File: src/hdl/memPkg.sv
`default_nettype none

package memPkg;

    // memory operation kinds from the execute stage
    typedef enum logic [3:0] {
        accNone,
        accLb,
        accLbu,
        accLh,
        accLhu,
        accLw,
        accLwl,
        accLwr,
        accSb,
        accSh,
        accSw,
        accSwl,
        accSwr
    } accessKindE;

    // bus control states
    typedef enum logic [1:0] {
        busIdle,
        busRequest,
        busWaitData,
        busDone
    } busStateE;

    typedef struct packed {
        accessKindE  kind;
        logic [31:0] addr;
        logic [31:0] storeData;
        logic [6:0]  destReg;
        logic        memToReg;
        logic        regWrite;
        logic [31:0] pc;
        logic [3:0]  excCode;
    } memReqS;

    typedef struct packed {
        logic        doAccess;
        logic        isWrite;
        logic [1:0]  size;
        logic [31:0] physAddr;
        logic [3:0]  byteEn;
        logic [31:0] wdata;
        logic [1:0]  lowAddr;
        accessKindE  kind;
        logic [6:0]  destReg;
        logic        memToReg;
        logic        regWrite;
        logic [31:0] pc;
        logic [3:0]  excCode;
    } busOpS;

    typedef struct packed {
        logic [6:0]  destReg;
        logic        regWrite;
        logic [3:0]  regByteWe;
        logic [31:0] data;
        logic [31:0] pc;
        logic [3:0]  excCode;
    } wbS;

    // uncached segment window
    localparam logic [31:0] kseg1Base = 32'hA000_0000;
    localparam logic [31:0] kseg1Limit = 32'hBFFF_FFFF;
    localparam int unsigned segmentMaskBits = 3;

    localparam logic [3:0] excNone = 4'd0;
    localparam logic [3:0] excInterrupt = 4'd7;

    // bus size codes
    localparam logic [1:0] sizeByte = 2'd0;
    localparam logic [1:0] sizeHalf = 2'd1;
    localparam logic [1:0] sizeWord = 2'd2;

endpackage

`default_nettype wire

File: src/hdl/memAccessDecode.sv
`timescale 1ns/1ns
`default_nettype none

module memAccessDecode import memPkg::*; (
    input  logic   clk,
    input  logic   rst,
    input  logic   inValid,
    input  memReqS req,
    input  logic   accept,
    output busOpS  op
);

    logic [3:0]  prevExc;
    logic [1:0]  low;
    logic [4:0]  shiftUp;
    logic [4:0]  shiftDown;
    logic        isStore;
    logic        isWordClass;
    logic        inKseg;
    logic        blockStore;
    logic [31:0] segAddr;

    // exception of the last accepted item
    always_ff @(posedge clk) begin
        if (rst) begin
            prevExc <= excNone;
        end else if (accept) begin
            prevExc <= req.excCode;
        end
    end

    assign low = req.addr[1:0];
    assign shiftUp = {low, 3'b000};
    // 3 - low bytes, for swl
    assign shiftDown = {~low, 3'b000};

    assign isStore = req.kind inside {accSb, accSh, accSw, accSwl, accSwr};
    assign isWordClass = req.kind inside {accLw, accLwl, accLwr, accSw, accSwl, accSwr};

    assign inKseg = (req.addr >= kseg1Base) && (req.addr <= kseg1Limit);
    assign segAddr = {{segmentMaskBits{1'b0}}, req.addr[31-segmentMaskBits:0]};

    // store blocked by own exception, bad pc, or an earlier faulting item
    assign blockStore = (req.excCode != excNone) || (req.pc[1:0] != 2'b00) ||
                        ((prevExc != excNone) && (prevExc != excInterrupt));

    always_comb begin
        op.kind = req.kind;
        op.destReg = req.destReg;
        op.memToReg = req.memToReg;
        op.regWrite = req.regWrite;
        op.pc = req.pc;
        op.excCode = req.excCode;
        op.isWrite = isStore;
        op.lowAddr = low;
        op.doAccess = inValid && (req.kind != accNone) && !(isStore && blockStore);

        // non-memory results are not addresses, leave them alone
        if (req.kind == accNone) begin
            op.physAddr = req.addr;
        end else begin
            op.physAddr = inKseg ? segAddr : req.addr;
            if (isWordClass) begin
                op.physAddr[1:0] = 2'b00;
            end
        end

        op.size = sizeWord;
        op.byteEn = 4'b0000;
        op.wdata = '0;
        case (req.kind)
            accLb, accLbu, accSb: begin
                op.size = sizeByte;
                op.byteEn = 4'b0001 << low;
                op.wdata = {24'b0, req.storeData[7:0]} << shiftUp;
            end
            accLh, accLhu, accSh: begin
                op.size = sizeHalf;
                // odd half offsets get no lanes
                if (!low[0]) begin
                    op.byteEn = 4'b0011 << low;
                    op.wdata = {16'b0, req.storeData[15:0]} << shiftUp;
                end
            end
            accSwl: begin
                // upper register bytes into the low lanes
                op.byteEn = 4'b1111 >> ~low;
                op.wdata = req.storeData >> shiftDown;
            end
            accSwr: begin
                op.byteEn = 4'b1111 << low;
                op.wdata = req.storeData << shiftUp;
            end
            default: begin
                op.byteEn = 4'b1111;
                op.wdata = req.storeData;
            end
        endcase
    end

endmodule

`default_nettype wire

File: src/hdl/memBusCtrl.sv
`timescale 1ns/1ns
`default_nettype none

module memBusCtrl import memPkg::*; (
    input  logic        clk,
    input  logic        rst,
    input  logic        inValid,
    input  busOpS       op,
    output logic        accept,
    output busOpS       heldOp,
    output logic [31:0] rdata,
    output logic        opDone,
    output logic        stall,
    output logic        memReq,
    output logic        memWr,
    output logic [1:0]  memSize,
    output logic [31:0] memAddr,
    output logic [31:0] memWdata,
    output logic [3:0]  memByteEn,
    input  logic        memAddrOk,
    input  logic        memDataOk,
    input  logic [31:0] memRdata
);

    busStateE state;
    busStateE stateNext;
    logic     retire;

    // the finished item is still presented for one cycle, so it is not taken again
    assign accept = inValid && (state == busIdle) && !retire;
    assign stall = (state != busIdle) || (inValid && !retire);
    assign opDone = (state == busDone);

    always_comb begin
        stateNext = state;
        case (state)
            busIdle: begin
                if (accept) begin
                    stateNext = op.doAccess ? busRequest : busDone;
                end
            end
            busRequest: begin
                if (memAddrOk) begin
                    stateNext = busWaitData;
                end
            end
            busWaitData: begin
                if (memDataOk) begin
                    stateNext = busDone;
                end
            end
            default: begin
                stateNext = busIdle;
            end
        endcase
    end

    always_ff @(posedge clk) begin
        if (rst) begin
            state <= busIdle;
            retire <= 1'b0;
        end else begin
            state <= stateNext;
            retire <= (state == busDone);
        end
    end

    // item and read word held for the whole access
    always_ff @(posedge clk) begin
        if (accept) begin
            heldOp <= op;
        end
        if ((state == busWaitData) && memDataOk) begin
            rdata <= memRdata;
        end
    end

    assign memReq = (state == busRequest);
    assign memWr = memReq && heldOp.isWrite;
    assign memSize = heldOp.size;
    assign memAddr = heldOp.physAddr;
    assign memWdata = heldOp.wdata;
    assign memByteEn = heldOp.byteEn;

endmodule

`default_nettype wire

File: src/hdl/loadAlign.sv
`timescale 1ns/1ns
`default_nettype none

module loadAlign import memPkg::*; (
    input  logic        clk,
    input  logic        rst,
    input  logic        opDone,
    input  busOpS       heldOp,
    input  logic [31:0] rdata,
    output wbS          wb,
    output logic        wbValid
);

    logic [31:0] loadData;
    logic [31:0] wbData;
    logic [3:0]  byteWe;
    logic [7:0]  laneByte;
    logic [15:0] laneHalf;
    logic [4:0]  shiftUp;
    logic [4:0]  shiftDown;

    assign shiftDown = {heldOp.lowAddr, 3'b000};
    assign shiftUp = {~heldOp.lowAddr, 3'b000};

    // addressed lane of the read word
    assign laneByte = rdata[shiftDown +: 8];
    assign laneHalf = rdata[{heldOp.lowAddr[1], 4'b0000} +: 16];

    always_comb begin
        loadData = rdata;
        byteWe = 4'b1111;
        case (heldOp.kind)
            accLb: begin
                loadData = {{24{laneByte[7]}}, laneByte};
            end
            accLbu: begin
                loadData = {24'b0, laneByte};
            end
            accLh: begin
                loadData = {{16{laneHalf[15]}}, laneHalf};
            end
            accLhu: begin
                loadData = {16'b0, laneHalf};
            end
            accLwl: begin
                // low memory bytes go to the top of the register
                loadData = rdata << shiftUp;
                byteWe = 4'b1111 << ~heldOp.lowAddr;
            end
            accLwr: begin
                loadData = rdata >> shiftDown;
                byteWe = 4'b1111 >> heldOp.lowAddr;
            end
            default: begin
                loadData = rdata;
            end
        endcase
    end

    // non-load items write back the address word
    assign wbData = heldOp.memToReg ? loadData : heldOp.physAddr;

    always_ff @(posedge clk) begin
        if (opDone) begin
            wb.destReg <= heldOp.destReg;
            wb.regWrite <= heldOp.regWrite;
            wb.regByteWe <= byteWe;
            wb.data <= wbData;
            wb.pc <= heldOp.pc;
            wb.excCode <= heldOp.excCode;
        end
    end

    always_ff @(posedge clk) begin
        if (rst) begin
            wbValid <= 1'b0;
        end else begin
            wbValid <= opDone;
        end
    end

endmodule

`default_nettype wire

File: src/hdl/memStage.sv
`timescale 1ns/1ns
`default_nettype none

module memStage import memPkg::*; (
    input  logic        clk,
    input  logic        rst,
    input  logic        inValid,
    input  memReqS      req,
    output logic        stall,
    output wbS          wb,
    output logic        wbValid,
    output logic        memReq,
    output logic        memWr,
    output logic [1:0]  memSize,
    output logic [31:0] memAddr,
    output logic [31:0] memWdata,
    output logic [3:0]  memByteEn,
    input  logic        memAddrOk,
    input  logic        memDataOk,
    input  logic [31:0] memRdata
);

    busOpS       op;
    busOpS       heldOp;
    logic        accept;
    logic [31:0] rdata;
    logic        opDone;

    memAccessDecode u_memAccessDecode (
        .clk     (clk),
        .rst     (rst),
        .inValid (inValid),
        .req     (req),
        .accept  (accept),
        .op      (op)
    );

    memBusCtrl u_memBusCtrl (
        .clk       (clk),
        .rst       (rst),
        .inValid   (inValid),
        .op        (op),
        .accept    (accept),
        .heldOp    (heldOp),
        .rdata     (rdata),
        .opDone    (opDone),
        .stall     (stall),
        .memReq    (memReq),
        .memWr     (memWr),
        .memSize   (memSize),
        .memAddr   (memAddr),
        .memWdata  (memWdata),
        .memByteEn (memByteEn),
        .memAddrOk (memAddrOk),
        .memDataOk (memDataOk),
        .memRdata  (memRdata)
    );

    loadAlign u_loadAlign (
        .clk     (clk),
        .rst     (rst),
        .opDone  (opDone),
        .heldOp  (heldOp),
        .rdata   (rdata),
        .wb      (wb),
        .wbValid (wbValid)
    );

endmodule

`default_nettype wire

File: config.mk
export PLATFORM = sky130hd
export DESIGN_NAME = memStage
export DESIGN_NICKNAME = d
export VERILOG_FILES = /design/src/hdl/memPkg.sv /design/src/hdl/memAccessDecode.sv /design/src/hdl/memBusCtrl.sv /design/src/hdl/loadAlign.sv /design/src/hdl/memStage.sv
export SDC_FILE = /design/constraint.sdc
export NUM_CORES = 1
export LEC_CHECK = 0
export BUFFER_PORTS_ARGS = -buffer_cell sky130_fd_sc_hd__buf_4
export CORE_ASPECT_RATIO = 0.6
export CORE_MARGIN = 2
export CORE_UTILIZATION = 50
export DETAILED_ROUTE_END_ITERATION = 8
export HOLD_SLACK_MARGIN = 0.1
export PLACE_DENSITY = 0.79
export RECOVER_POWER = 100
export SETUP_SLACK_MARGIN = 0.2
export SLEW_MARGIN = 20
export SYNTH_ARGS = -nofsm -noshare
export SYNTH_HDL_FRONTEND = slang
export SYNTH_HIERARCHICAL = 1
export SYNTH_SLANG_ARGS = --single-unit
File: constraint.sdc
create_clock -name clk -period 18 [get_ports clk]
set_input_delay 4.5 -clock clk [delete_from_list [all_inputs] [get_ports clk]]
set_output_delay 4.5 -clock clk [all_outputs]
set_load 0.01 [all_outputs]
==> flow_metrics.tcl <==
set metrics [dict create \
    drtAntennaViolNets 0 \
    startpoint_type "primary input" \
    grt_remaining_overflow 0 \
    cts.reportedPaths.clkPinSlew_ns 0.06 \
    tns_ns 0 \
    final_cell_area_sq_mm 0.01397 \
    violations "max-capacitance violations, max-slew violations" \
    hold_violations 0 \
    synthCells 1014 \
    start_util_pct 51.40 \
    status "complete, but fails checks" \
    syn_nets 1169 \
    ys_warn_count 6 \
    vias 8832 \
    gp_routability_congestion 0.9539 \
    grt_pass1_wl_um 50290 \
    wl_per_cell_um 22.93 \
    clock-root-buffer "clkbuf_16" \
    slew_violations 389 \
    drive_above_1_share_pct 18.86 \
    maxSlewHeadroom_pct -158.2 \
    cts_setup_buffers 0 \
    p_per_area_mw_per_mm2 125.3 \
    cts_max_path_buffers 3 \
    fin_crit_sh_pct 52.38 \
    routed_wl_um 34050 \
    path_class "in -> out" \
    cts_made_buffers 24 \
    arrival_ns 4.93 \
    drv_cap 9 \
    clock-sinks 242 \
    design.core.area_sq_mm 0.02444 \
    whs_ns 0.4184 \
    cts-resized-gates 0 \
    grt_start_max_net_pins 67 \
    track_usage_pct 25.06 \
    worstPathMaxFanout 3 \
    drc 0 \
    vdd_drop_max_mv 0.06363 \
    dieArea_sq_mm 0.02645 \
    regArea_sq_mm 0.007187 \
    htreeDepth 1 \
    crit_path_end_kind "primary output" \
    die_h_um 126.8 \
    clock_latency_ns 0.54 \
    multi_input_area_sq_mm 0.003856 \
    fill_cells 2117 \
    required_ns 13.50 \
    place_area_sq_mm 0.01388 \
    drt_first_pass_iters 5 \
    fin_worst_skew_ns 0.01939 \
    finalCriticalPeriod_ns 9.428 \
    antenna_found_initial 2 \
    cts_tree "yes" \
    area_growth_pct 11.19 \
    final_common_cell "edfxtp_1" \
    worst-slew-pin-transition_ns 3.874 \
    rsz0062_at_grt "no" \
    port_buffers 303 \
    layout_common_cells "edfxtp_1 (234), clkbuf_1 (177), clkbuf_4 (98)" \
    rows 44 \
    nNetsFinal 1298 \
    grt_pass1_vias 8063 \
    postSynthAreaPerCell_sq_um 12.39 \
    finalSetupViolCount 0 \
    drt_iter0_drc 1082 \
    io_pins 304 \
    vias_per_cell 5.947 \
    p_leak_nw 4.835 \
    dp_hpwl_um 24160 \
    dieWidth_um 208.6 \
    max_freq_ghz 0.1061 \
    final_core_util_pct 57.15 \
    synthesis.area_sq_mm 0.01256 \
    hp-class "reg -> reg" \
    hold_buffers 0 \
]
==> per-stage QoR <==
stage | total power [mW] | worst slack, ns | instances
after floorplan | 1.154 | 7.575 | 1014
after global placement | 1.283 | 8.600 | 1439
after detailed placement | 1.292 | 8.598 | 1439
after CTS | 1.800 | 8.598 | 1483
after global routing | 1.832 | 8.552 | 1483
final | 1.751 | 8.572 | 1485
==> layer usage <==
layer | wire, um | up-vias | GRT usage, % | part of all wire, %
met4 | 650 | 0 | 5.126 | 1.9
li1 | - | 3961 | - | -
met3 | 4533 | 40 | 10.08 | 13
met2 | 14260 | 560 | 34.94 | 42
met5 | 0 | - | 0 | 0
met1 | 14600 | 4271 | 36.82 | 43
==> where the power goes <==
group          switching [mW]  internal, mW  total [mW]
sequential             0.0549         0.774       0.829
combinational           0.275         0.143       0.418
clock                   0.216         0.287       0.504
total                   0.546          1.20        1.75
==> final timing paths <==
kind	from	slack [ns]	depth (start not counted)	to
worst max-delay path	inValid	8.57	4	stall
worst min-delay path	u_memBusCtrl/heldOp[25]	0.42	0	u_loadAlign/wb[25]
worst max register to register	u_memBusCtrl/heldOp[49]	13.09	4	u_loadAlign/wb[59]
worst min register to register	u_memBusCtrl/heldOp[25]	0.42	0	u_loadAlign/wb[25]
==> worst max-delay path, stage by stage <==
cell	delay, ns
clkbuf_4	0.11
nand2b_1	0.09
nand2_1	0.08
clkbuf_1	0.15
==> final cells by class <==
type / count / share of cell area [%]
flip-flops and latches: 242 / 51.45
multi-input cells: 551 / 27.60
repair buffers: 310 / 11.98
clock buffers: 30 / 4.675
well taps: 322 / 2.884
clock inverters: 14 / 0.9942
inverters: 14 / 0.3762
diodes: 2 / 0.03583
==> flip-flops by register name, indices dropped and copies added, names as in the netlist <==
signal,cells
u_memBusCtrl/rdata,32
u_memBusCtrl/retire,1
u_loadAlign/wb,80
u_memBusCtrl/memAddr,32
u_memBusCtrl/state,2
u_memBusCtrl/memSize,2
u_memAccessDecode/prevExc,4
u_memBusCtrl/heldOp,52
u_memBusCtrl/memWdata,32
u_loadAlign/wbValid,1
u_memBusCtrl/memByteEn,4
Note: power is estimated with default switching activity, not from simulation.
